`config.mk`:
```
export PLATFORM = sky130hd
export DESIGN_NAME = eth_mmio_bridge
export DESIGN_NICKNAME = d
export VERILOG_FILES = /design/src/eth_mmio_pkg.sv /design/src/axil_slave_port.sv /design/src/mmio_regs.sv /design/src/eth_rx_reader.sv /design/src/eth_tx_writer.sv /design/src/eth_mmio_bridge.sv
export SDC_FILE = /design/constraint.sdc
export NUM_CORES = 1
export LEC_CHECK = 0
export BUFFER_PORTS_ARGS = -buffer_cell sky130_fd_sc_hd__clkbuf_2
export CORE_ASPECT_RATIO = 0.8
export CORE_MARGIN = 1
export CORE_UTILIZATION = 48
export DETAILED_ROUTE_END_ITERATION = 10
export MAX_ROUTING_LAYER = met4
export PLACE_DENSITY = 0.77
export SLEW_MARGIN = 20
export SYNTH_ARGS = -nofsm -noshare
export SYNTH_HDL_FRONTEND = slang
export SYNTH_SLANG_ARGS = --single-unit
export TNS_END_PERCENT = 5
```
`constraint.sdc`:
```
create_clock -name clk -period 12.7 [get_ports clk]
set_input_delay 1.27 -clock clk [delete_from_list [all_inputs] [get_ports clk]]
set_output_delay 1.27 -clock clk [all_outputs]
set_load 0.05 [all_outputs]
```
`src/eth_mmio_pkg.sv`:
```
`default_nettype none

package eth_mmio_pkg;

    // Bus geometry
    localparam int ADDR_W    = 16;
    localparam int DATA_W    = 64;
    localparam int REG_IDX_W = 3;
    // Byte offset bits below the register index
    localparam int ADDR_LSB  = 3;

    // One payload beat fits beside the flag byte of a 64-bit word
    localparam int BEAT_BYTES = 7;
    localparam int BEAT_W     = BEAT_BYTES * 8;

    localparam logic [REG_IDX_W-1:0] REG_SRC_MAC    = 3'd0;
    localparam logic [REG_IDX_W-1:0] REG_TX_HDR     = 3'd1;
    localparam logic [REG_IDX_W-1:0] REG_TX_DATA    = 3'd2;
    localparam logic [REG_IDX_W-1:0] REG_RX_SRC_MAC = 3'd3;
    localparam logic [REG_IDX_W-1:0] REG_RX_HDR     = 3'd4;
    localparam logic [REG_IDX_W-1:0] REG_RX_DATA    = 3'd5;

    localparam logic [1:0] RESP_OKAY   = 2'd0;
    localparam logic [1:0] RESP_SLVERR = 2'd2;

    // Header word of reg 1 and reg 4
    localparam int HDR_TYPE_LSB = 48;
    localparam int HDR_DMAC_LSB = 0;

    typedef struct packed {
        logic              arvalid;
        logic [ADDR_W-1:0] araddr;
        logic              rready;
        logic              awvalid;
        logic [ADDR_W-1:0] awaddr;
        logic              wvalid;
        logic [DATA_W-1:0] wdata;
        logic              bready;
    } axil_req_t;

    typedef struct packed {
        logic              arready;
        logic              rvalid;
        logic [DATA_W-1:0] rdata;
        logic [1:0]        rresp;
        logic              awready;
        logic              wready;
        logic              bvalid;
        logic [1:0]        bresp;
    } axil_rsp_t;

    typedef struct packed {
        logic [47:0] dest_mac;
        logic [47:0] src_mac;
        logic [15:0] ethertype;
    } eth_hdr_t;

    typedef struct packed {
        logic [BEAT_W-1:0]     data;
        logic [BEAT_BYTES-1:0] keep;
        logic                  last;
    } eth_beat_t;

    typedef struct packed {
        logic              valid;
        logic              last;
        logic [2:0]        zero;
        logic [2:0]        size;
        logic [BEAT_W-1:0] data;
    } frame_fields_t;

    // Data words of reg 2 and reg 5
    typedef union packed {
        logic [DATA_W-1:0] raw;
        frame_fields_t     frame;
    } frame_word_t;

endpackage

`default_nettype wire

```
`src/axil_slave_port.sv`:
```
`timescale 1ns/1ps
`default_nettype none

module axil_slave_port import eth_mmio_pkg::*; (
    input  wire                 clk,
    input  wire                 rst,
    input  wire axil_req_t      bus_req,
    output axil_rsp_t           bus_rsp,
    output logic                rd_strobe,
    output logic [REG_IDX_W-1:0] rd_idx,
    output logic                rd_bad,
    input  wire [DATA_W-1:0]    rd_word,
    input  wire                 rd_err,
    output logic                wr_strobe,
    output logic [REG_IDX_W-1:0] wr_idx,
    output logic                wr_bad,
    output logic [DATA_W-1:0]   wr_word,
    input  wire                 wr_hold
);

    function automatic logic [REG_IDX_W-1:0] addr_idx(input logic [ADDR_W-1:0] addr);
        return addr[ADDR_LSB +: REG_IDX_W];
    endfunction

    // Anything above the register window is out of range
    function automatic logic addr_bad(input logic [ADDR_W-1:0] addr);
        return |addr[ADDR_W-1:ADDR_LSB+REG_IDX_W];
    endfunction

    logic                 ar_pend;
    logic [REG_IDX_W-1:0] ar_idx;
    logic                 ar_bad;
    logic                 rvalid;
    logic [DATA_W-1:0]    rdata;
    logic [1:0]           rresp;

    logic                 aw_pend;
    logic [REG_IDX_W-1:0] aw_idx;
    logic                 aw_bad;
    logic                 w_pend;
    logic [DATA_W-1:0]    w_data;
    logic                 bvalid;
    logic [1:0]           bresp;

    wire r_free  = !rvalid || bus_req.rready;
    wire b_free  = !bvalid || bus_req.bready;
    wire ar_hs   = bus_req.arvalid && bus_rsp.arready;
    wire aw_hs   = bus_req.awvalid && !aw_pend;
    wire w_hs    = bus_req.wvalid && !w_pend;

    assign rd_strobe = ar_pend && r_free;
    assign rd_idx    = ar_idx;
    assign rd_bad    = ar_bad;

    assign wr_strobe = aw_pend && w_pend && b_free && !wr_hold;
    assign wr_idx    = aw_idx;
    assign wr_bad    = aw_bad;
    assign wr_word   = w_data;

    // Buffer slot frees in the same cycle its strobe goes out
    assign bus_rsp.arready = !ar_pend || r_free;
    assign bus_rsp.rvalid  = rvalid;
    assign bus_rsp.rdata   = rdata;
    assign bus_rsp.rresp   = rresp;
    assign bus_rsp.awready = !aw_pend;
    assign bus_rsp.wready  = !w_pend;
    assign bus_rsp.bvalid  = bvalid;
    assign bus_rsp.bresp   = bresp;

    always_ff @(posedge clk) begin
        if (rst) begin
            ar_pend <= 1'b0;
            rvalid  <= 1'b0;
        end else begin
            if (ar_hs)
                ar_pend <= 1'b1;
            else if (rd_strobe)
                ar_pend <= 1'b0;

            if (rd_strobe)
                rvalid <= 1'b1;
            else if (bus_req.rready)
                rvalid <= 1'b0;
        end
    end

    always_ff @(posedge clk) begin
        if (ar_hs) begin
            ar_idx <= addr_idx(bus_req.araddr);
            ar_bad <= addr_bad(bus_req.araddr);
        end
        if (rd_strobe) begin
            rdata <= rd_word;
            rresp <= rd_err ? RESP_SLVERR : RESP_OKAY;
        end
    end

    always_ff @(posedge clk) begin
        if (rst) begin
            aw_pend <= 1'b0;
            w_pend  <= 1'b0;
            bvalid  <= 1'b0;
        end else begin
            if (aw_hs)
                aw_pend <= 1'b1;
            else if (wr_strobe)
                aw_pend <= 1'b0;

            if (w_hs)
                w_pend <= 1'b1;
            else if (wr_strobe)
                w_pend <= 1'b0;

            if (wr_strobe)
                bvalid <= 1'b1;
            else if (bus_req.bready)
                bvalid <= 1'b0;
        end
    end

    always_ff @(posedge clk) begin
        if (aw_hs) begin
            aw_idx <= addr_idx(bus_req.awaddr);
            aw_bad <= addr_bad(bus_req.awaddr);
        end
        if (w_hs)
            w_data <= bus_req.wdata;
        // Indices 6 and 7 have no register behind them
        if (wr_strobe)
            bresp <= (aw_bad || aw_idx > REG_RX_DATA) ? RESP_SLVERR : RESP_OKAY;
    end

    assert property (@(posedge clk) disable iff (rst) rd_strobe |=> rvalid);

    // A stalled response keeps its contents
    assert property (@(posedge clk) disable iff (rst)
        (rvalid && !bus_req.rready) |=> (rvalid && $stable(rdata) && $stable(rresp)));

    assert property (@(posedge clk) disable iff (rst)
        (bvalid && !bus_req.bready) |=> (bvalid && $stable(bresp)));

endmodule

`default_nettype wire

```
`src/mmio_regs.sv`:
```
`timescale 1ns/1ps
`default_nettype none

module mmio_regs import eth_mmio_pkg::*; (
    input  wire                 clk,
    input  wire                 rst,
    input  wire                 rd_strobe,
    input  wire [REG_IDX_W-1:0] rd_idx,
    input  wire                 rd_bad,
    output logic [DATA_W-1:0]   rd_word,
    output logic                rd_err,
    input  wire                 wr_strobe,
    input  wire [REG_IDX_W-1:0] wr_idx,
    input  wire                 wr_bad,
    input  wire [DATA_W-1:0]    wr_word,
    output logic                wr_hold,
    output logic                rx_pop,
    input  wire frame_word_t    rx_word,
    input  wire eth_hdr_t       rx_seen,
    output logic                tx_push,
    output frame_word_t         tx_word,
    output eth_hdr_t            tx_cfg,
    input  wire                 tx_free
);

    logic [47:0]       src_mac;
    logic [DATA_W-1:0] tx_hdr_word;
    logic [DATA_W-1:0] rx_hdr_word;

    wire wr_tx = !wr_bad && wr_idx == REG_TX_DATA;

    // Reg 2 writes wait for the transmit side
    assign wr_hold = wr_tx && !tx_free;
    assign tx_push = wr_strobe && wr_tx;
    assign tx_word = frame_word_t'(wr_word);
    assign rx_pop  = rd_strobe && !rd_bad && rd_idx == REG_RX_DATA;

    assign tx_cfg.dest_mac  = tx_hdr_word[HDR_DMAC_LSB +: 48];
    assign tx_cfg.src_mac   = src_mac;
    assign tx_cfg.ethertype = tx_hdr_word[HDR_TYPE_LSB +: 16];

    always_comb begin
        rx_hdr_word = '0;
        rx_hdr_word[HDR_DMAC_LSB +: 48] = rx_seen.dest_mac;
        rx_hdr_word[HDR_TYPE_LSB +: 16] = rx_seen.ethertype;
    end

    always_comb begin
        rd_word = '0;
        rd_err  = rd_bad;
        if (!rd_bad) begin
            case (rd_idx)
                REG_SRC_MAC:    rd_word = {16'b0, src_mac};
                REG_TX_HDR:     rd_word = tx_hdr_word;
                REG_RX_SRC_MAC: rd_word = {16'b0, rx_seen.src_mac};
                REG_RX_HDR:     rd_word = rx_hdr_word;
                REG_RX_DATA:    rd_word = rx_word.raw;
                // Write-only data port and unused indices
                default:        rd_err = 1'b1;
            endcase
        end
    end

    always_ff @(posedge clk) begin
        if (rst) begin
            src_mac     <= '0;
            tx_hdr_word <= '0;
        end else if (wr_strobe && !wr_bad) begin
            if (wr_idx == REG_SRC_MAC)
                src_mac <= wr_word[47:0];
            if (wr_idx == REG_TX_HDR)
                tx_hdr_word <= wr_word;
        end
    end

endmodule

`default_nettype wire

```
`src/eth_rx_reader.sv`:
```
`timescale 1ns/1ps
`default_nettype none

module eth_rx_reader import eth_mmio_pkg::*; (
    input  wire            clk,
    input  wire            rst,
    input  wire            rx_pop,
    output frame_word_t    rx_word,
    output eth_hdr_t       rx_seen,
    input  wire            rx_hdr_valid,
    input  wire eth_hdr_t  rx_hdr,
    output logic           rx_hdr_ready,
    input  wire            rx_beat_valid,
    input  wire eth_beat_t rx_beat,
    output logic           rx_beat_ready
);

    // Byte count of a thermometer keep
    function automatic logic [2:0] keep_size(input logic [BEAT_BYTES-1:0] keep);
        logic [2:0] n;
        n = '0;
        for (int i = 0; i < BEAT_BYTES; i++)
            n = n + 3'(keep[i]);
        return n;
    endfunction

    logic in_frame;

    // A frame opens with its header, beats may only follow
    assign rx_hdr_ready  = rx_pop && !in_frame && rx_hdr_valid;
    assign rx_beat_ready = rx_pop && rx_beat_valid && (in_frame || rx_hdr_valid);

    always_comb begin
        rx_word = '0;
        if (rx_beat_ready) begin
            rx_word.frame.valid = 1'b1;
            rx_word.frame.last  = rx_beat.last;
            rx_word.frame.size  = keep_size(rx_beat.keep);
            rx_word.frame.data  = rx_beat.data;
        end else if (rx_hdr_ready) begin
            // Header taken, payload not yet there
            rx_word.frame.valid = 1'b1;
        end
    end

    always_ff @(posedge clk) begin
        if (rst)
            in_frame <= 1'b0;
        else if (rx_beat_ready)
            in_frame <= !rx_beat.last;
        else if (rx_hdr_ready)
            in_frame <= 1'b1;
    end

    always_ff @(posedge clk) begin
        if (rx_hdr_ready)
            rx_seen <= rx_hdr;
    end

    assert property (@(posedge clk) disable iff (rst)
        rx_beat_ready |-> ((rx_beat.keep + 7'd1) & rx_beat.keep) == '0);

endmodule

`default_nettype wire

```
`src/eth_tx_writer.sv`:
```
`timescale 1ns/1ps
`default_nettype none

module eth_tx_writer import eth_mmio_pkg::*; (
    input  wire              clk,
    input  wire              rst,
    input  wire              tx_push,
    input  wire frame_word_t tx_word,
    input  wire eth_hdr_t    tx_cfg,
    output logic             tx_free,
    output logic             tx_hdr_valid,
    output eth_hdr_t         tx_hdr,
    input  wire              tx_hdr_ready,
    output logic             tx_beat_valid,
    output eth_beat_t        tx_beat,
    input  wire              tx_beat_ready
);

    // Low size bytes set, lowest byte first
    function automatic logic [BEAT_BYTES-1:0] size_keep(input logic [2:0] size);
        logic [BEAT_BYTES:0] ones;
        ones = (8'd1 << size) - 8'd1;
        return ones[BEAT_BYTES-1:0];
    endfunction

    logic in_frame;

    // Room for a new word once header and beat are both gone
    assign tx_free = !tx_hdr_valid && !tx_beat_valid;

    always_ff @(posedge clk) begin
        if (rst) begin
            in_frame      <= 1'b0;
            tx_hdr_valid  <= 1'b0;
            tx_beat_valid <= 1'b0;
        end else if (tx_push) begin
            in_frame      <= !tx_word.frame.last;
            tx_beat_valid <= 1'b1;
            if (!in_frame)
                tx_hdr_valid <= 1'b1;
        end else begin
            if (tx_hdr_ready)
                tx_hdr_valid <= 1'b0;
            if (tx_beat_ready)
                tx_beat_valid <= 1'b0;
        end
    end

    always_ff @(posedge clk) begin
        if (tx_push) begin
            tx_beat.data <= tx_word.frame.data;
            tx_beat.keep <= size_keep(tx_word.frame.size);
            tx_beat.last <= tx_word.frame.last;
            if (!in_frame)
                tx_hdr <= tx_cfg;
        end
    end

    assert property (@(posedge clk) disable iff (rst) tx_push |-> tx_free);

endmodule

`default_nettype wire

```
`src/eth_mmio_bridge.sv`:
```
`timescale 1ns/1ps
`default_nettype none

module eth_mmio_bridge import eth_mmio_pkg::*; (
    input  wire            clk,
    input  wire            rst,
    input  wire axil_req_t bus_req,
    output axil_rsp_t      bus_rsp,
    input  wire            rx_hdr_valid,
    input  wire eth_hdr_t  rx_hdr,
    output logic           rx_hdr_ready,
    input  wire            rx_beat_valid,
    input  wire eth_beat_t rx_beat,
    output logic           rx_beat_ready,
    output logic           tx_hdr_valid,
    output eth_hdr_t       tx_hdr,
    input  wire            tx_hdr_ready,
    output logic           tx_beat_valid,
    output eth_beat_t      tx_beat,
    input  wire            tx_beat_ready
);

    logic                 rd_strobe;
    logic [REG_IDX_W-1:0] rd_idx;
    logic                 rd_bad;
    logic [DATA_W-1:0]    rd_word;
    logic                 rd_err;
    logic                 wr_strobe;
    logic [REG_IDX_W-1:0] wr_idx;
    logic                 wr_bad;
    logic [DATA_W-1:0]    wr_word;
    logic                 wr_hold;
    logic                 rx_pop;
    frame_word_t          rx_word;
    eth_hdr_t             rx_seen;
    logic                 tx_push;
    frame_word_t          tx_word;
    eth_hdr_t             tx_cfg;
    logic                 tx_free;

    axil_slave_port u_port (
        .clk       (clk),
        .rst       (rst),
        .bus_req   (bus_req),
        .bus_rsp   (bus_rsp),
        .rd_strobe (rd_strobe),
        .rd_idx    (rd_idx),
        .rd_bad    (rd_bad),
        .rd_word   (rd_word),
        .rd_err    (rd_err),
        .wr_strobe (wr_strobe),
        .wr_idx    (wr_idx),
        .wr_bad    (wr_bad),
        .wr_word   (wr_word),
        .wr_hold   (wr_hold)
    );

    mmio_regs u_regs (
        .clk       (clk),
        .rst       (rst),
        .rd_strobe (rd_strobe),
        .rd_idx    (rd_idx),
        .rd_bad    (rd_bad),
        .rd_word   (rd_word),
        .rd_err    (rd_err),
        .wr_strobe (wr_strobe),
        .wr_idx    (wr_idx),
        .wr_bad    (wr_bad),
        .wr_word   (wr_word),
        .wr_hold   (wr_hold),
        .rx_pop    (rx_pop),
        .rx_word   (rx_word),
        .rx_seen   (rx_seen),
        .tx_push   (tx_push),
        .tx_word   (tx_word),
        .tx_cfg    (tx_cfg),
        .tx_free   (tx_free)
    );

    eth_rx_reader u_rx (
        .clk           (clk),
        .rst           (rst),
        .rx_pop        (rx_pop),
        .rx_word       (rx_word),
        .rx_seen       (rx_seen),
        .rx_hdr_valid  (rx_hdr_valid),
        .rx_hdr        (rx_hdr),
        .rx_hdr_ready  (rx_hdr_ready),
        .rx_beat_valid (rx_beat_valid),
        .rx_beat       (rx_beat),
        .rx_beat_ready (rx_beat_ready)
    );

    eth_tx_writer u_tx (
        .clk           (clk),
        .rst           (rst),
        .tx_push       (tx_push),
        .tx_word       (tx_word),
        .tx_cfg        (tx_cfg),
        .tx_free       (tx_free),
        .tx_hdr_valid  (tx_hdr_valid),
        .tx_hdr        (tx_hdr),
        .tx_hdr_ready  (tx_hdr_ready),
        .tx_beat_valid (tx_beat_valid),
        .tx_beat       (tx_beat),
        .tx_beat_ready (tx_beat_ready)
    );

endmodule

`default_nettype wire

```
==> results of run 1 <==
## cells by family after synthesis
family | count (synthesis)
AND/OR/NAND/NOR | 243
flip-flops | 547
buffers and inverters | 97
multiplexers | 208
XOR/XNOR | 3
other | 1
adder cells (fa/ha/maj) | 7
AO/OA/AOI/OAI | 140
## cell usage after synthesis, types with 6 or more instances
cell	number	area share, %
a21oi_1	7	0.17
a22o_1	49	2.1
a22oi_1	14	0.51
buf_2	24	0.59
buf_4	6	0.22
buf_6	7	0.38
clkbuf_1	39	0.71
dfxtp_1	121	12
edfxtp_1	426	62
inv_1	17	0.31
mux2i_1	207	10
nand2b_1	180	5.5
nor2_1	15	0.27
nor2b_1	6	0.18
nor3_1	6	0.15
nor4_1	8	0.24
o22ai_1	47	1.4
o2bb2ai_1	11	0.47
## routing by layer
metal / vias to the layer above / GRT usage, % / wire (um)
met2: 638 / 42.80 / 27980
met5: - / - / 0
li1: 5743 / - / -
met4: 0 / 11.14 / 2103
met3: 129 / 5.990 / 4574
met1: 6433 / 30.99 / 21320
## cells in the final DEF, fill, tap and decap left out, types with 16 or more instances in the layout
master	synthesis	final
mux2i_1	207	207
clkbuf_2	0	526
edfxtp_1	426	426
inv_1	17	16
buf_4	6	21
nand2b_1	180	179
clkbuf_16	0	53
o22ai_1	47	47
dfxtp_1	121	121
a22o_1	49	49
## worst paths after layout
path	cells past startpoint	slack, ns	endpoint
worst max-delay path	5	8.65	rx_hdr_ready
worst min-delay path	0	0.45	u_tx.tx_beat[20]
worst max register to register	5	9.42	u_tx.tx_hdr[68]
worst min register to register	0	0.45	u_tx.tx_beat[20]
## state kept, by name (all words and copies together) (netlist names), 3 cells and up
signal and flops:
u_port.wr_idx 3, u_regs.src_mac 48, u_regs.tx_hdr_word 64, u_port.wr_word 64
u_tx.tx_beat 64, u_port.rd_idx 3, u_rx.rx_seen 112, u_tx.tx_hdr 112
u_port.rdata 64
## worst max-delay path: cells and delay by family, from the launching register on
family,cells,cell delay [ns]
buf+inv,3,1.14
flops,1,0.36
simple gates,2,0.66
## layout make-up
class / instances / area (um2) / area share, %
Tap cell: 552 / 690.7 / 2.723
Antenna cell: 3 / 7.507 / 0.02959
Sequential cell: 547 / 15210 / 59.98
Timing Repair Buffer: 548 / 2810 / 11.08
Multi-Input combinational cell: 603 / 4843 / 19.09
Clock buffer: 70 / 1470 / 5.796
Clock inverter: 25 / 254.0 / 1.001
Inverter: 20 / 76.32 / 0.3009
## per-stage QoR
stage                     utilization, %  instance area (um2)  hold slack [ns]
final                              60.40                25370           0.4487
after global routing               60.40                25370           0.4524
after CTS                          60.32                25330           0.4493
after detailed placement           56.22                23610           0.4377
after global placement             56.22                23610           0.4339
after floorplan                        -                20490           0.4237
## where the power goes
group / switching [uW] / leakage, uW / total, uW / internal [uW]
logic: 116 / 0.00422 / 187 / 71.1
registers: 13.1 / 0.00467 / 1960 / 1950
clock network: 654 / 0.000849 / 1570 / 911
==> impl_metrics.toml, run 1 <==
[detailed_routing]
drtAntennaViolNets = 0
first_pass_iters = 5
drc = 0
finalWirelength_um = 55970
wire_per_inst_um = 23.64
num_vias = 12940
drt_iter0_markers = 830
via_per_inst = 5.466

[synth]
synthCells = 1246
synth_compound_area_share_pct = 5.114
ys_seq_elements = 547
synthArstFlopShare_pct = 0
avgSynthCellArea_um2 = 16.43
syn_area_um2 = 20480
yosys.area_share.xor_xnor_pct = 0.1283
seq_area_frac_synth_pct = 74.30
synthAdderAreaFrac_pct = 0.5377
synth_top_family_by_area = "multiplexers"
synth-edff-count = 426
ys_types = 49
synth_flop_cell = "edfxtp_1"
yosysWarnings = 0
synth-simple-area-share_pct = 7.436
muxShareOfSynthArea_pct = 10.17

[clock_tree]
cts_buffers = 51
cts_root_buf = "clkbuf_16"
clk_pin_slew_ns = 0.06
cts_resized = 0
post_cts_buffers = 0
htree_levels = 2
clock_sinks = 547
clockBufferDepth = 3
clk_latency_ns = 0.58
cts_tree = "done"
ctsHoldBuffers = 0

[critical_path]
reg2reg_from = "u_port.wr_idx[0]"
crit_chain = "buf_4 -> nand4bb_4 -> nor4_4 -> buf_4 -> clkbuf_2"
timing.critical_path.mode_cell = "buf_4"
crit_type = "reg2out"
crit_slowest_cell = "buf_4"
critPathLaunch = "u_port.rd_idx[1]"
max_stage_delay_ns = 0.45
arrival_ns = 2.78
path_max_fanout = 29
start_kind = "flop"
cp-end-kind = "output port"
required_ns = 11.43

[run]
cap_violations = 0

[floorplanning]
initial_core_util_pct = 48.76
core_region_area_um2 = 42000
rows = 67
io_pins = 536
die_area_um2 = 43500
fp.dieW_um = 232.9
die_h_um = 186.7

[place]
portBuffers = 527
gp_congestion = 0.8747
placed_cells = 2269
pre_cts_ws_ns = 8.741
dpl.hpwl_um = 36430

[timing]
clock_skew_ns = 0.01352
fin_crit_ns = 4.048
finalSetupViolCount = 0
finalHoldViolations = 0
tns_ns = 0
final-max-slew-violation-count = 0
fin_crit_sh_pct = 31.88
slew_headroom_pct = 29.47
tightestPinTransition_ns = 1.058
layout_setup_ws_ns = 8.652
rsz0062_at_grt = "no"
fmax_mhz = 247.0

[pwr]
p_leak_uw = 0.009739
peakVddDrop_mv = 0.1184
power_uw = 3713
powerDensity_nw_per_um2 = 146.4

[layout]
drive_gt1_share_pct = 35.36
areaGrowthSynthToFinish_pct = 23.88
nets = 2061
nFillCells = 3152
instances_no_fill = 2368

[min_path]
min_path_type = "reg2reg"
min-delay-start = "u_port.wr_word[12]"

[outcome]
outcome = "finished, final reports clean"

[global_routing]
groute.usage.overall_pct = 26.16
grt_pass1_vias = 13380
grt_max_degree = 97
grt_pass1_wl_um = 81340
antenna_found_initial = 3
gr-total-overflow = 0
No activity file was read; power rests on OpenSTA's default activity.
==> run 2: changes to the inputs <==
- CORE_AREA: unset -> 2 2 206 208
- CORE_ASPECT_RATIO: 0.8 -> unset
- CORE_MARGIN: 1 -> unset
- CORE_UTILIZATION: 48 -> unset
- DIE_AREA: unset -> 0 0 208 210
- PLACE_DENSITY: 0.77 -> 0.75
- clock period: 12.7 -> 4.05 ns (I/O delays scaled with it)
==> run 2 against run 1 <==
Compared with the run above:
- clock skew is 0.00084 ns higher
- largest cell class unchanged
- worst hold slack worse by 0.41 ns
- critical path type unchanged
- die area is 0.42% higher
- global-route usage is 1.3 points higher
- design area is 7.0% higher
- worst setup slack worse by 7.7 ns
- wire length is 6.1% higher
==> impl_metrics.toml, run 2 (same netlist as run 1, synthesis figures left out) <==
[outcome]
outcome = "finished, final reports clean"

[critical_path]
path_max_fanout = 33
max_stage_delay_ns = 0.64
path_delay_family = "buffers and inverters"
cp_num_buf_inv = 2
crit_chain = "nand4bb_4 -> nor4_4 -> buf_4 -> clkbuf_2"
crit_slowest_cell = "edfxtp_1"
start_kind = "flop"
arrival_ns = 2.72
crit_type = "reg2out"
required_ns = 3.64
cp-end-kind = "output port"

[pwr]
peakVddDrop_mv = 0.3886
p_leak_uw = 0.01046
powerDensity_nw_per_um2 = 428.0
power_uw = 11610

[clock_tree]
cts_resized = 0
clk_latency_ns = 0.60
post_cts_buffers = 0
clockBufferDepth = 3
clk_pin_slew_ns = 0.06
cts_root_buf = "clkbuf_16"
cts_tree = "done"
htree_levels = 2
cts_buffers = 54
ctsHoldBuffers = 180
clock_sinks = 547

[floorplanning]
die_h_um = 210
initial_core_util_pct = 49.37
io_pins = 536
core_region_area_um2 = 41480
rows = 75
fp.dieW_um = 208
die_area_um2 = 43680

[timing]
rsz0062_at_grt = "no"
final-max-slew-violation-count = 0
finalHoldViolations = 0
tns_ns = 0
fin_crit_ns = 3.121
slew_headroom_pct = 22.53
tightestPinTransition_ns = 1.162
finalSetupViolCount = 0
fmax_mhz = 320.4
whs_ns = 0.03668
layout_setup_ws_ns = 0.9290
clock_skew_ns = 0.01436
fin_crit_sh_pct = 77.06

[global_routing]
groute.usage.overall_pct = 27.47
antenna_found_initial = 3
grt_pass1_vias = 14670
gr-total-overflow = 0
grt_max_degree = 113
grt_pass1_wl_um = 87560

[layout]
final_area_um2 = 27130
nets = 2248
areaGrowthSynthToFinish_pct = 32.49
final_cell_mix = "clkbuf_2, edfxtp_1, mux2i_1, dlygate4sd3_1, nand2b_1"
nFillCells = 2837
reg.largest.list = "u_rx.rx_seen (112), u_tx.tx_hdr (112)"
layout_commonest_cell = "clkbuf_2"
drive_gt1_share_pct = 31.97

[min_path]
min_path_type = "in2reg"

[detailed_routing]
drc = 0
first_pass_iters = 5
num_vias = 13770
via_per_inst = 5.415
drt_iter0_markers = 1041
wire_per_inst_um = 23.37
finalWirelength_um = 59400
drtAntennaViolNets = 0

[place]
pre_cts_ws_ns = 0.9528
portBuffers = 527
dpl-instance-area_um2 = 23690
gp_congestion = 0.8565
dpl.hpwl_um = 37220

[run]
cap_violations = 0
run 2: changes by cell type in the layout (fill, tap and decap cells not counted), sizes merged:
cell	change
buf	+3
clkbuf	+7
clkinv	-1
bufinv	-4
diode	+1
clkinvlp	+1
inv	-1
dlygate4sd3	+181
run 2: per-stage QoR:
step           utilization [%]  std cells
6_report                 65.41       2542
5_1_grt                  65.41       2541
4_1_cts                  65.36       2537
3_5_place_dp             57.11       2260
3_3_place_gp             57.10       2260
2_1_floorplan                -       1247
run 2: report_power, final:
group,internal [uW],switching [uW]
clock,2610,2100
sequential,6110,47.6
combinational,340,406
total,9060,2550
run 2: path summary, 6_finish.rpt:
check | from | to | slack [ns] | cells after the start
worst min-delay path | bus_req[100] | u_port.ar_pend | 0.04 | 3
worst max register to register | u_port.wr_idx[0] | u_tx.tx_beat[57] | 1.41 | 4
worst max-delay path | u_port.rd_idx[1] | rx_hdr_ready | 0.93 | 4
worst min register to register | u_port.wr_word[37] | u_tx.tx_beat[45] | 0.45 | 0
run 2: tightest hold or removal path, stage by stage:
cell and delay (ns):
clkbuf_2 0.08, a21oi_1 0.03, nor2_1 0.07
run 2: routing by layer:
metal  GRT usage, %  wire, um
met4          11.74      2532
met2          45.38     29530
met1          31.97     22160
met5              -         0
met3          7.196      5185
run 2: layout make-up:
type	count	area (um2)	share of cell area (%)
tap	539	674.4	2.486
inverter	20	77.57	0.2859
clock inverter	20	131.4	0.4842
timing repair buffer	732	4682	17.26
sequential	547	15210	56.08
multi-input combinational	603	4852	17.88
antenna	4	10.01	0.03689
clock buffer	77	1489	5.488
